**config.mk**
```make
export PLATFORM = sky130hd
export DESIGN_NAME = pong_core
export DESIGN_NICKNAME = d
export VERILOG_FILES = /design/src/rtl/pong_pkg.sv /design/src/rtl/pong_core.sv /design/src/rtl/pixel_render.sv /design/src/rtl/ball_motion.sv /design/src/rtl/paddle_ai.sv /design/src/rtl/game_fsm.sv /design/src/rtl/display_timings.sv
export SDC_FILE = /design/constraint.sdc
export NUM_CORES = 1
export LEC_CHECK = 0
export BUFFER_PORTS_ARGS = -buffer_cell sky130_fd_sc_hd__clkbuf_2
export CAP_MARGIN = 25
export CORE_MARGIN = 2
export CORE_UTILIZATION = 30
export CTS_CLUSTER_DIAMETER = 200
export DETAILED_ROUTE_END_ITERATION = 10
export PLACE_DENSITY = 0.55
export SLEW_MARGIN = 10
export SYNTH_ARGS = -nofsm -noshare
export SYNTH_HDL_FRONTEND = slang
export SYNTH_HIERARCHICAL = 1
export SYNTH_SLANG_ARGS = --single-unit
```
**constraint.sdc**
```tcl
create_clock -name clk_pix -period 6.25 [get_ports clk_pix]
set_input_delay 0.9375 -clock clk_pix [delete_from_list [all_inputs] [get_ports clk_pix]]
set_output_delay 0.9375 -clock clk_pix [all_outputs]
set_load 0.02 [all_outputs]
```
**src/rtl/pong_pkg.sv**
```systemverilog
/*
 * pong shared definitions
 * coordinate and colour widths, game sequencer states
 */

package pong_pkg;

    parameter int cordw = 10;  // screen coordinate width
    parameter int colrw = 4;   // one colour channel

    typedef enum logic [1:0] {
        IDLE  = 2'd0,  // waiting for start
        PLAY  = 2'd1,  // ball in motion
        POINT = 2'd2,  // a side just missed
        SERVE = 2'd3   // ball held at centre before play
    } game_state_t;

endpackage
```
**src/rtl/pong_core.sv**
```systemverilog
/*
 * pong core top level
 * joins timing, sequencer, paddles, ball and renderer
 */

`timescale 1ns/1ps

module pong_core #(
    parameter int H_RES        = 640,
    parameter int V_RES        = 480,
    parameter int H_FP         = 16,
    parameter int H_SYNC       = 96,
    parameter int H_BP         = 48,
    parameter int V_FP         = 10,
    parameter int V_SYNC       = 2,
    parameter int V_BP         = 33,
    parameter int P_HEIGHT     = 40,
    parameter int P_WIDTH      = 10,
    parameter int P_OFFSET     = 32,
    parameter int P_SPEED      = 4,
    parameter int B_SIZE       = 8,
    parameter int B_SPX        = 6,
    parameter int B_SPY        = 4,
    parameter int SERVE_FRAMES = 60
) (
    input  logic                       clk_pix,
    input  logic                       rst,
    input  logic                       start,
    output logic                       hsync,
    output logic                       vsync,
    output logic                       de,
    output logic [pong_pkg::colrw-1:0] r,
    output logic [pong_pkg::colrw-1:0] g,
    output logic [pong_pkg::colrw-1:0] b,
    output logic [3:0]                 score_l,
    output logic [3:0]                 score_r
);

    logic [pong_pkg::cordw-1:0] sx, sy;
    logic [pong_pkg::cordw-1:0] bx, by;
    logic [pong_pkg::cordw-1:0] p1y, p2y;
    logic                       frame;  // one tick at start of blanking
    logic                       col_l, col_r;
    logic                       miss_l, miss_r;
    pong_pkg::game_state_t      state;

    display_timings #(
        .H_RES(H_RES), .V_RES(V_RES), .H_FP(H_FP), .H_SYNC(H_SYNC), .H_BP(H_BP),
        .V_FP(V_FP), .V_SYNC(V_SYNC), .V_BP(V_BP)
    ) timings_i (
        .clk_pix, .rst, .sx, .sy, .hsync, .vsync, .de, .frame
    );

    game_fsm #(.SERVE_FRAMES(SERVE_FRAMES)) fsm_i (
        .clk_pix, .rst, .frame, .start, .miss_l, .miss_r, .state, .score_l, .score_r
    );

    paddle_ai #(
        .V_RES(V_RES), .P_HEIGHT(P_HEIGHT), .P_SPEED(P_SPEED), .B_SIZE(B_SIZE)
    ) paddles_i (
        .clk_pix, .rst, .frame, .by, .p1y, .p2y
    );

    ball_motion #(
        .H_RES(H_RES), .V_RES(V_RES), .P_HEIGHT(P_HEIGHT), .P_WIDTH(P_WIDTH),
        .P_OFFSET(P_OFFSET), .B_SIZE(B_SIZE), .B_SPX(B_SPX), .B_SPY(B_SPY)
    ) ball_i (
        .clk_pix, .rst, .frame, .col_l, .col_r, .state, .bx, .by, .miss_l, .miss_r
    );

    pixel_render #(
        .H_RES(H_RES), .P_HEIGHT(P_HEIGHT), .P_WIDTH(P_WIDTH), .P_OFFSET(P_OFFSET),
        .B_SIZE(B_SIZE)
    ) render_i (
        .clk_pix, .rst, .frame, .de, .sx, .sy, .bx, .by, .p1y, .p2y,
        .col_l, .col_r, .r, .g, .b
    );

endmodule

```
**src/rtl/pixel_render.sv**
```systemverilog
/*
 * pixel renderer
 * ball and paddle hit tests, collision flags and monochrome colour
 */

`timescale 1ns/1ps

module pixel_render #(
    parameter int H_RES    = 640,
    parameter int P_HEIGHT = 40,
    parameter int P_WIDTH  = 10,
    parameter int P_OFFSET = 32,
    parameter int B_SIZE   = 8
) (
    input  logic                       clk_pix,
    input  logic                       rst,
    input  logic                       frame,
    input  logic                       de,
    input  logic [pong_pkg::cordw-1:0] sx,
    input  logic [pong_pkg::cordw-1:0] sy,
    input  logic [pong_pkg::cordw-1:0] bx,
    input  logic [pong_pkg::cordw-1:0] by,
    input  logic [pong_pkg::cordw-1:0] p1y,
    input  logic [pong_pkg::cordw-1:0] p2y,
    output logic                       col_l,
    output logic                       col_r,
    output logic [pong_pkg::colrw-1:0] r,
    output logic [pong_pkg::colrw-1:0] g,
    output logic [pong_pkg::colrw-1:0] b
);

    localparam int CW = pong_pkg::cordw;
    localparam logic [CW-1:0] PL_BEG = CW'(P_OFFSET);
    localparam logic [CW-1:0] PL_END = CW'(P_OFFSET + P_WIDTH);
    localparam logic [CW-1:0] PR_BEG = CW'(H_RES - P_OFFSET - P_WIDTH);
    localparam logic [CW-1:0] PR_END = CW'(H_RES - P_OFFSET);
    localparam logic [CW-1:0] PH     = CW'(P_HEIGHT);
    localparam logic [CW-1:0] BS     = CW'(B_SIZE);

    logic b_hit;
    logic p1_hit;
    logic p2_hit;
    logic lit;

    always_comb begin
        b_hit  = (sx >= bx) && (sx < bx + BS) && (sy >= by) && (sy < by + BS);
        p1_hit = (sx >= PL_BEG) && (sx < PL_END) && (sy >= p1y) && (sy < p1y + PH);
        p2_hit = (sx >= PR_BEG) && (sx < PR_END) && (sy >= p2y) && (sy < p2y + PH);
        lit    = de && (b_hit || p1_hit || p2_hit);
        r      = lit ? {pong_pkg::colrw{1'b1}} : '0;
        g      = lit ? {pong_pkg::colrw{1'b1}} : '0;
        b      = lit ? {pong_pkg::colrw{1'b1}} : '0;
    end

    // flags collected over one frame, read by the ball at the next strobe
    always_ff @(posedge clk_pix) begin
        if (rst || frame) begin
            col_l <= 1'b0;
            col_r <= 1'b0;
        end else if (b_hit) begin
            if (p1_hit) col_l <= 1'b1;
            if (p2_hit) col_r <= 1'b1;
        end
    end

endmodule

```
**src/rtl/ball_motion.sv**
```systemverilog
/*
 * ball motion
 * position and direction update per frame with bounces and miss detection
 */

`timescale 1ns/1ps

module ball_motion #(
    parameter int H_RES    = 640,
    parameter int V_RES    = 480,
    parameter int P_HEIGHT = 40,
    parameter int P_WIDTH  = 10,
    parameter int P_OFFSET = 32,
    parameter int B_SIZE   = 8,
    parameter int B_SPX    = 6,
    parameter int B_SPY    = 4
) (
    input  logic                       clk_pix,
    input  logic                       rst,
    input  logic                       frame,
    input  logic                       col_l,
    input  logic                       col_r,
    input  pong_pkg::game_state_t      state,
    output logic [pong_pkg::cordw-1:0] bx,
    output logic [pong_pkg::cordw-1:0] by,
    output logic                       miss_l,
    output logic                       miss_r
);

    localparam int CW = pong_pkg::cordw;
    localparam logic [CW-1:0] X_MID = CW'((H_RES - B_SIZE) / 2);
    localparam logic [CW-1:0] Y_MID = CW'((V_RES - B_SIZE) / 2);
    localparam logic [CW-1:0] SPX   = CW'(B_SPX);
    localparam logic [CW-1:0] SPY   = CW'(B_SPY);
    localparam logic [CW-1:0] X_MAX = CW'(H_RES - B_SPX - B_SIZE);  // right edge limit
    localparam logic [CW-1:0] Y_MAX = CW'(V_RES - B_SPY - B_SIZE);

    logic dx;  // 1 moves left
    logic dy;  // 1 moves up
    logic out_l;
    logic out_r;

    always_comb begin
        out_l = !col_l && !col_r && (bx < SPX);
        out_r = !col_l && !col_r && (bx >= X_MAX);
    end

    always_ff @(posedge clk_pix) begin
        if (rst) begin
            bx     <= X_MID;
            by     <= Y_MID;
            dx     <= 1'b0;
            dy     <= 1'b0;
            miss_l <= 1'b0;
            miss_r <= 1'b0;
        end else begin
            miss_l <= 1'b0;
            miss_r <= 1'b0;
            if (frame) begin
                if (state != pong_pkg::PLAY) begin  // held at centre
                    bx <= X_MID;
                    by <= Y_MID;
                end else if (out_l || out_r) begin
                    bx     <= X_MID;
                    by     <= Y_MID;
                    dx     <= out_l;  // serve toward the side that lost
                    miss_l <= out_l;
                    miss_r <= out_r;
                end else begin
                    if (col_l) begin
                        dx <= 1'b0;
                        bx <= bx + SPX;
                    end else if (col_r) begin
                        dx <= 1'b1;
                        bx <= bx - SPX;
                    end else begin
                        bx <= dx ? bx - SPX : bx + SPX;
                    end

                    if (by >= Y_MAX) begin  // bottom edge
                        dy <= 1'b1;
                        by <= by - SPY;
                    end else if (by < SPY) begin  // top edge
                        dy <= 1'b0;
                        by <= by + SPY;
                    end else begin
                        by <= dy ? by - SPY : by + SPY;
                    end
                end
            end
        end
    end

endmodule

```
**src/rtl/paddle_ai.sv**
```systemverilog
/*
 * paddle tracking for both sides
 * each paddle steps toward the ball centre once per frame
 */

`timescale 1ns/1ps

module paddle_ai #(
    parameter int V_RES    = 480,
    parameter int P_HEIGHT = 40,
    parameter int P_SPEED  = 4,
    parameter int B_SIZE   = 8
) (
    input  logic                       clk_pix,
    input  logic                       rst,
    input  logic                       frame,
    input  logic [pong_pkg::cordw-1:0] by,
    output logic [pong_pkg::cordw-1:0] p1y,
    output logic [pong_pkg::cordw-1:0] p2y
);

    localparam int CW = pong_pkg::cordw;
    localparam logic [CW-1:0] P_MID  = CW'((V_RES - P_HEIGHT) / 2);
    localparam logic [CW-1:0] P_MAX  = CW'(V_RES - P_HEIGHT);  // lowest top row
    localparam logic [CW-1:0] SPD    = CW'(P_SPEED);
    localparam logic [CW:0]   P_HALF = (CW + 1)'(P_HEIGHT / 2);
    localparam logic [CW:0]   B_HALF = (CW + 1)'(B_SIZE / 2);

    // one step of the tracking rule, clamped to the screen
    function automatic logic [CW-1:0] track(input logic [CW-1:0] py,
                                            input logic [CW-1:0] ball_y);
        logic [CW:0] pad_mid;
        logic [CW:0] ball_mid;
        pad_mid  = {1'b0, py} + P_HALF;
        ball_mid = {1'b0, ball_y} + B_HALF;
        track    = py;
        if (pad_mid < ball_mid) begin  // ball below
            track = (py + SPD <= P_MAX) ? py + SPD : P_MAX;
        end else if (pad_mid > ball_mid) begin  // ball above
            track = (py >= SPD) ? py - SPD : '0;
        end
    endfunction

    always_ff @(posedge clk_pix) begin
        if (rst) begin
            p1y <= P_MID;
            p2y <= P_MID;
        end else if (frame) begin
            p1y <= track(p1y, by);
            p2y <= track(p2y, by);
        end
    end

endmodule

```
**src/rtl/game_fsm.sv**
```systemverilog
/*
 * game sequencer
 * idle, serve delay, play and point states with both score counters
 */

`timescale 1ns/1ps

module game_fsm #(
    parameter int SERVE_FRAMES = 60
) (
    input  logic                  clk_pix,
    input  logic                  rst,
    input  logic                  frame,
    input  logic                  start,
    input  logic                  miss_l,
    input  logic                  miss_r,
    output pong_pkg::game_state_t state,
    output logic [3:0]            score_l,
    output logic [3:0]            score_r
);

    localparam int SW = $clog2(SERVE_FRAMES + 1);
    localparam logic [SW-1:0] SERVE_LAST = SW'(SERVE_FRAMES - 1);

    logic [SW-1:0] serve_cnt;  // frames spent in serve

    always_ff @(posedge clk_pix) begin
        if (rst) begin
            state     <= pong_pkg::IDLE;
            serve_cnt <= '0;
            score_l   <= '0;
            score_r   <= '0;
        end else begin
            case (state)
                pong_pkg::IDLE: begin
                    if (frame && start) begin
                        state     <= pong_pkg::SERVE;
                        serve_cnt <= '0;
                    end
                end
                pong_pkg::SERVE: begin
                    if (frame) begin
                        if (serve_cnt == SERVE_LAST) begin
                            state <= pong_pkg::PLAY;
                        end else begin
                            serve_cnt <= serve_cnt + 1'b1;
                        end
                    end
                end
                pong_pkg::PLAY: begin
                    if (miss_l) begin  // left missed, point to right
                        score_r <= score_r + 1'b1;
                        state   <= pong_pkg::POINT;
                    end else if (miss_r) begin
                        score_l <= score_l + 1'b1;
                        state   <= pong_pkg::POINT;
                    end
                end
                default: begin  // POINT
                    if (frame) begin
                        state     <= pong_pkg::SERVE;
                        serve_cnt <= '0;
                    end
                end
            endcase
        end
    end

endmodule

```
**src/rtl/display_timings.sv**
```systemverilog
/*
 * display timing generator
 * pixel and line counters with sync, data enable and frame strobe
 */

`timescale 1ns/1ps

module display_timings #(
    parameter int H_RES  = 640,
    parameter int V_RES  = 480,
    parameter int H_FP   = 16,
    parameter int H_SYNC = 96,
    parameter int H_BP   = 48,
    parameter int V_FP   = 10,
    parameter int V_SYNC = 2,
    parameter int V_BP   = 33
) (
    input  logic                       clk_pix,
    input  logic                       rst,
    output logic [pong_pkg::cordw-1:0] sx,
    output logic [pong_pkg::cordw-1:0] sy,
    output logic                       hsync,
    output logic                       vsync,
    output logic                       de,
    output logic                       frame
);

    localparam int CW = pong_pkg::cordw;
    localparam logic [CW-1:0] H_LAST = CW'(H_RES + H_FP + H_SYNC + H_BP - 1);
    localparam logic [CW-1:0] V_LAST = CW'(V_RES + V_FP + V_SYNC + V_BP - 1);
    localparam logic [CW-1:0] HA_END = CW'(H_RES);
    localparam logic [CW-1:0] VA_END = CW'(V_RES);
    localparam logic [CW-1:0] HS_BEG = CW'(H_RES + H_FP);
    localparam logic [CW-1:0] HS_END = CW'(H_RES + H_FP + H_SYNC);
    localparam logic [CW-1:0] VS_BEG = CW'(V_RES + V_FP);
    localparam logic [CW-1:0] VS_END = CW'(V_RES + V_FP + V_SYNC);

    logic [CW-1:0] sx_nxt;
    logic [CW-1:0] sy_nxt;

    always_comb begin
        if (sx == H_LAST) begin  // line end
            sx_nxt = '0;
            sy_nxt = (sy == V_LAST) ? '0 : sy + 1'b1;
        end else begin
            sx_nxt = sx + 1'b1;
            sy_nxt = sy;
        end
    end

    // decode from the next count so every output lines up with sx/sy
    always_ff @(posedge clk_pix) begin
        if (rst) begin
            sx    <= '0;
            sy    <= '0;
            hsync <= 1'b1;
            vsync <= 1'b1;
            de    <= 1'b1;
            frame <= 1'b0;
        end else begin
            sx    <= sx_nxt;
            sy    <= sy_nxt;
            hsync <= !((sx_nxt >= HS_BEG) && (sx_nxt < HS_END));  // active low
            vsync <= !((sy_nxt >= VS_BEG) && (sy_nxt < VS_END));
            de    <= (sx_nxt < HA_END) && (sy_nxt < VA_END);
            frame <= (sy_nxt == VA_END) && (sx_nxt == '0);  // start of vertical blanking
        end
    end

endmodule

```
* Yosys cells after proc, flatten, opt, wreduce, memory -nomap -nowiden
Cells that the tools add are included.
** Operators by class
- Shifts and indexed selects :: 0
- Equality and inequality tests :: 12
- Reduce and logical (&&, ||, !) cells :: 45
- Multiplexer cells :: 39
- $add $sub $neg :: 20
- Bitwise logic cells :: 5
- Magnitude comparators :: 30
- $mul :: 0
- Div/mod/pow operators :: 0
** Operator list (number)
- 2-to-1 mux 10 bit :: 21
- adder 10 x 3 -> 10 bit, second input constant :: 4
- >= comparator 10 bit :: 4
- < comparator 10 bit :: 4
- subtractor 10 x 3 -> 10 bit, second input constant :: 4
- >= comparator 10 bit, second input constant :: 3
- < comparator 10 bit, second input constant :: 3
- 2-to-1 mux 6 bit :: 4
- adder 10 x 5 -> 11 bit, second input constant :: 2
- > comparator 11 bit :: 2
- < comparator 11 bit :: 2
- adder 10 x 1 -> 10 bit, second input constant :: 2
- adder 10 x 4 -> 10 bit, second input constant :: 2
- adder 10 x 6 -> 10 bit, second input constant :: 2
- == test 10 bit, second input constant :: 2
- >= comparator 10 x 3 -> 1 bit, second input constant :: 2
- >= comparator 10 x 9 -> 1 bit, second input constant :: 2
- <= comparator 10 x 9 -> 1 bit, second input constant :: 2
- < comparator 10 x 3 -> 1 bit, second input constant :: 2
- < comparator 10 x 9 -> 1 bit, second input constant :: 2
- logical AND 1 bit :: 18
- one-hot mux 6 bit (3 select lines) :: 1
- 2-to-1 mux 2 bit :: 6
- adder 10 x 3 -> 11 bit, second input constant :: 1
- other kinds (26) :: 54
** Storage, ports and cells
- Output and inout bits :: 23
- ROM bits :: 0
- Flip-flop bits (word level) :: 86
- Word-level logic and storage cells :: 171
- Bits in latches :: 0
- Memories :: 0
- Memory bits (writable) :: 0

* Depth between registers and ports, before layout
- Depth in word-level cells :: 9
- Mapped depth :: 13

* By module
Netlist, hierarchy kept.
** Modules (own cells, without submodules)
- paddle_ai :: area an instance 2448.6 um2, cells each 334, instances 1
- pixel_render :: area an instance 2198.4 um2, cells each 289, instances 1
- display_timings :: area an instance 1506.4 um2, cells each 191, instances 1
- ball_motion :: area an instance 1393.8 um2, cells each 173, instances 1
- game_fsm :: area an instance 807.0 um2, cells each 91, instances 1

* Least setup slack after synthesis
No wires, ideal clock.
- Path type :: reg2out
- From :: register ball_i/by[3] (netlist bit)
- To :: output port b[0] (netlist bit)
- Setup slack :: 2.279 ns
- Arrival :: 3.034 ns
- Buffers on the path :: 1
- Data required time :: 5.312 ns
- Cell stages (with the launch flop) :: 12
- Cells stage by stage :: dfxtp_1 ha_1 nand3_1 xnor2_1 ha_1 a211o_1 a21oi_1 a31oi_1 a2111oi_2 o311ai_1 o221ai_1 buf_4
** Between the ends
- Longest elaborated chain between the ends :: 7
- Elaborated cells between the ends (all ways) :: 9
- Those cells by class :: 1 x add/sub; 2 x order compare; 1 x mux; 5 x reduce/logical
** RTL lines
- start, declared :: RTL line ball_motion.sv:25 : output logic [pong_pkg::cordw-1:0] by,
- start signal, assigned :: RTL line ball_motion.sv:82 : by <= by - SPY;
- start signal, assigned :: RTL line ball_motion.sv:85 : by <= by + SPY;
- start signal, assigned :: RTL line ball_motion.sv:87 : by <= dy ? by - SPY : by + SPY;
- adder 10 x 4 -> 10 bit or >= comparator 10 bit (tied branches) :: RTL line pixel_render.sv:46 : b_hit = (sx >= bx) && (sx < bx + BS) && (sy >= by) && (sy < by + BS);
- < comparator 10 bit or logical AND 1 bit (tied branches) :: RTL line pixel_render.sv:46
- logical AND 1 bit (*) :: RTL line pixel_render.sv:46
- logical OR 1 bit (*) (2 in series) :: RTL line pixel_render.sv:49 : lit = de && (b_hit || p1_hit || p2_hit);
- logical AND 1 bit (*) :: RTL line pixel_render.sv:49
- via render_i.lit :: RTL line pixel_render.sv:43 : logic lit;
- 2-to-1 mux 4 bit (*) :: RTL line pixel_render.sv:52 : b = lit ? {pong_pkg::colrw{1'b1}} : '0;
- end, declared :: RTL line pong_core.sv:34 : output logic [pong_pkg::colrw-1:0] b,
Mark *: on every way through the listed nets, which the timed path passes. The rest lies on a longest branch.

* Worst setup path after layout
- From :: register ball_i/by[4] (netlist bit)
- To :: output port r[1] (netlist bit)
** Between the ends
- Longest elaborated chain between the ends :: 7
- Elaborated cells between the ends (all ways) :: 9
- Those cells by class :: 1 x add/sub; 2 x order compare; 1 x mux; 5 x reduce/logical
** RTL lines
- adder 10 x 4 -> 10 bit or >= comparator 10 bit (tied branches) :: RTL line pixel_render.sv:46
- < comparator 10 bit or logical AND 1 bit (tied branches) :: RTL line pixel_render.sv:46
- logical AND 1 bit (*) :: RTL line pixel_render.sv:46
- logical OR 1 bit (*) (2 in series) :: RTL line pixel_render.sv:49
- logical AND 1 bit (*) :: RTL line pixel_render.sv:49
- 2-to-1 mux 4 bit (*) :: RTL line pixel_render.sv:50 : r = lit ? {pong_pkg::colrw{1'b1}} : '0;
- end, declared :: RTL line pong_core.sv:32 : output logic [pong_pkg::colrw-1:0] r,
Every way passes the cells marked *; elsewhere a longest branch is shown, timed or not.

==> results by group <==
Timing
  – Worst-margin pin slew: 0.959 ns
  – Max frequency: 204 MHz
  – Unrepaired setup endpoints after global routing: no
  – Fin crit period: 4.89 ns
  – Min Hold Slack: 0.505 ns
  – Rel. slew slack: 0.355
  – Clock skew: 0.0120 ns
  – Share of the clock period used by the worst path: 0.783
  – Max-slew violation count: 0
  – Hold Fails Final Rpt: 0
  – Setup Viol. Count Final: 0
  – Fin Setup TNS: 0 ns

Min path
  – Hold Path Stages: 2
  – Type of the worst min-delay path: reg2reg
  – Min-Delay Startpoint: fsm_i/serve_cnt[5]
  – Endpoint, Worst Hold: fsm_i/serve_cnt[5]

Critical path
  – CP endpoint kind: primary output
  – Worst Path Max Fanout: 17
  – CP Class: reg2out
  – Reg2Reg Setup Slack: 2.60 ns
  – Reg2reg end: paddles_i/p1y[4]
  – Crit path DAT: 3.96 ns
  – R2R cell count: 10
  – Worst EP required: 5.31 ns
  – Worst R2R Start: paddles_i/p1y[2]
  – Critical Path Start Type: flop

Die
  – Die area: 29,200 um^2
  – Starting Density: 0.302
  – Row Count: 61
  – Die Wd: 171 um
  – Core area: 27,600 um^2
  – Die Span Y: 171 um
  – Io pins: 26

Clock tree
  – CTS resizes: 0
  – Hold buffers post-CTS: 0
  – CTS tree: built
  – Clk buf depth: 2
  – H-tree depth: 3
  – Post-CTS Setup Inserts: 0
  – Clock transition at path regs: 0.07 ns
  – Root Buffer: clkbuf_16
  – CTS Sinks: 79
  – Skew-Pair Late Insertion Delay: 0.35 ns
  – Total CTS buffers: 9

Layout
  – Number of diodes: 0
  – Register area: 1580 um^2
  – Final Net Count: 1,167
  – Multi-input logic area: 6120 um^2
  – Commonest non-fill, non-tap cell in the layout: ha_1
  – Layout cells sized above 1: 0.0775
  – Post-route insts no fill: 1,436
  – Most frequent cells in the layout: ha_1, nor2_1, dfxtp_1
  – Fillcell total: 2,956
  – Syn-to-layout area delta: 6.74%

Drt
  – WL final: 21,100 um
  – Post-DR wirelength/cell: 14.7 um
  – DRT Pass-1 Iters: 6
  – Vias: 7,641
  – Post-route ant nets: 0
  – DRC: 0
  – Number of DRC markers in iteration 0: 686
  – Vias per cell: 5.32

Synth
  – Syn. warnings: 6
  – Post-synth cell types: 99
  – Post-synth ARST share: 0
  – Seq/Total Area, Yosys: 0.189
  – Mapped Cells: 1,078
  – Syn_area_per_cell: 7.75 um^2
  – EDFF count, synth: 0
  – Post-synth top flop: dfxtp_1
  – Synthesized flop and latch total: 79
  – Mapped Area: 8350 um^2

GRT
  – GRT overflow: 0
  – Initial antenna violation count: 0
  – Total track usage: 0.145
  – Largest net degree at the start of global routing: 41
  – First-pass GRT wire length: 35,000 um
  – Number of global-route vias before repair: 7,019

Pwr
  – Sw Share: 0.278
  – Net switching power: 333 uW
  – Share of power burned in registers: 0.435
  – Clock power frac: 0.473
  – Leak Pwr: 0.00359 uW
  – Worst vdd ir: 0.105 mV
  – Combinational share of power: 0.093
  – Pwr/cell area: 135 nW/um^2
  – P_int: 867 uW

Placement
  – Placer Congestion: 0.857
  – Inst Count DP: 1,420
  – DPL Wire Length: 15,400 um
  – Port Buffers: 25

Run status
  – Status: complete, no violations

Flow run
  – MaxCap Viol Count: 0
## worst max path at each step
stage / start / end / slack, ns / cells after the start
after global routing: ball_i/by[4] / g[1] / 0.96 / 11
final: ball_i/by[4] / r[1] / 1.36 / 11
after global placement: ball_i/by[4] / g[0] / 1.80 / 11
after detailed placement: ball_i/by[4] / r[1] / 1.70 / 11
after floorplan: ball_i/by[3] / b[0] / 2.28 / 11
after CTS: ball_i/by[4] / r[1] / 1.31 / 11
## stage by stage
stage | power [uW] | utilization | area, um^2 | worst slack [ns]
floorplan | 617 | - | 8370 | 2.28
global placement | 641 | 0.311 | 8600 | 1.80
detailed placement | 642 | 0.312 | 8610 | 1.70
CTS | 1220 | 0.323 | 8920 | 1.31
global route | 1260 | 0.323 | 8920 | 0.955
finish | 1200 | 0.323 | 8920 | 1.36
## sequential cells by signal, summed over array words and instances (netlist names), 2 cells and up
signal and cells:
ball_i/bx 9, ball_i/by 8, fsm_i/score_l 4, fsm_i/score_r 4, fsm_i/serve_cnt 6, fsm_i/state 2
paddles_i/p1y 8, paddles_i/p2y 8, timings_i/sx 10, timings_i/sy 10
## layer usage
layer	share of wire	routed length (um)	track usage
met5	0	0	0
met4	0.012	248	0.0317
met3	0.040	842	0.0176
met2	0.45	9610	0.240
met1	0.49	10400	0.203
## logic make-up after synthesis
logic type,synth area share
xor gates and xnor gates,0.0702
other,0.000899
AOI/OAI and AO/OA,0.228
DFF,0.189
and+or+nand+nor,0.249
adders and majority gates,0.166
buffers and inverters,0.0803
muxes,0.0159
## synthesized netlist by cell type (4+ instances only)
library cell	instances	area [um^2]
a211o_1	6	52.6
a211oi_1	16	120
a21o_1	7	52.6
a21oi_1	72	360
a22oi_1	5	37.5
a31oi_1	18	113
a41oi_1	4	35.0
and2_1	7	43.8
and3_1	12	75.1
and4_1	7	61.3
buf_1	4	15.0
buf_2	22	110
buf_4	24	180
clkbuf_1	18	67.6
dfxtp_1	79	1580
ha_1	111	1390
inv_1	72	270
mux2i_1	11	110
nand2_1	67	251
nand2b_1	10	62.6
nand3_1	52	260
nand3b_1	9	67.6
nand4_1	20	125
nand4b_1	4	35.0
nor2_1	86	323
nor2b_1	13	81.3
nor3_1	34	170
nor3b_1	4	30.0
nor4_1	9	56.3
nor4b_1	5	43.8
o2111ai_1	4	35.0
o211ai_1	8	60.1
o21a_1	7	52.6
o21ai_0	62	310
o31ai_1	9	67.6
o41ai_1	4	35.0
or3_1	7	43.8
or4_1	8	60.1
xnor2_1	50	438
xor2_1	17	149
## final cells by class
| class | instances | area share |
|---|---|---|
| Clock inverter | 7 | 0.00940 |
| Inverter | 72 | 0.0303 |
| Sequential cell | 79 | 0.177 |
| Tap cell | 378 | 0.0530 |
| Timing Repair Buffer | 30 | 0.0182 |
| Clock buffer | 9 | 0.0253 |
| Multi-Input combinational cell | 861 | 0.686 |
## power groups by stage
stage	Clock (uW)	Sequential, uW	Combinational [uW]
after floorplan	0	528	88.6
after global placement	0	533	109
after detailed placement	0	533	109
after CTS	590	521	110
after global routing	607	523	126
final	567	521	111
## worst max-delay path: stages, from the launching register on
cell	delay (ns)
dfxtp_1	0.69
ha_1	0.31
nand3_1	0.11
xnor2_1	0.17
ha_1	0.29
a211o_1	0.30
a21oi_1	0.11
a31oi_1	0.11
a2111oi_2	0.28
o311ai_1	0.21
o221ai_1	0.71
clkbuf_2	0.30
(Power assumes the default switching activity.)
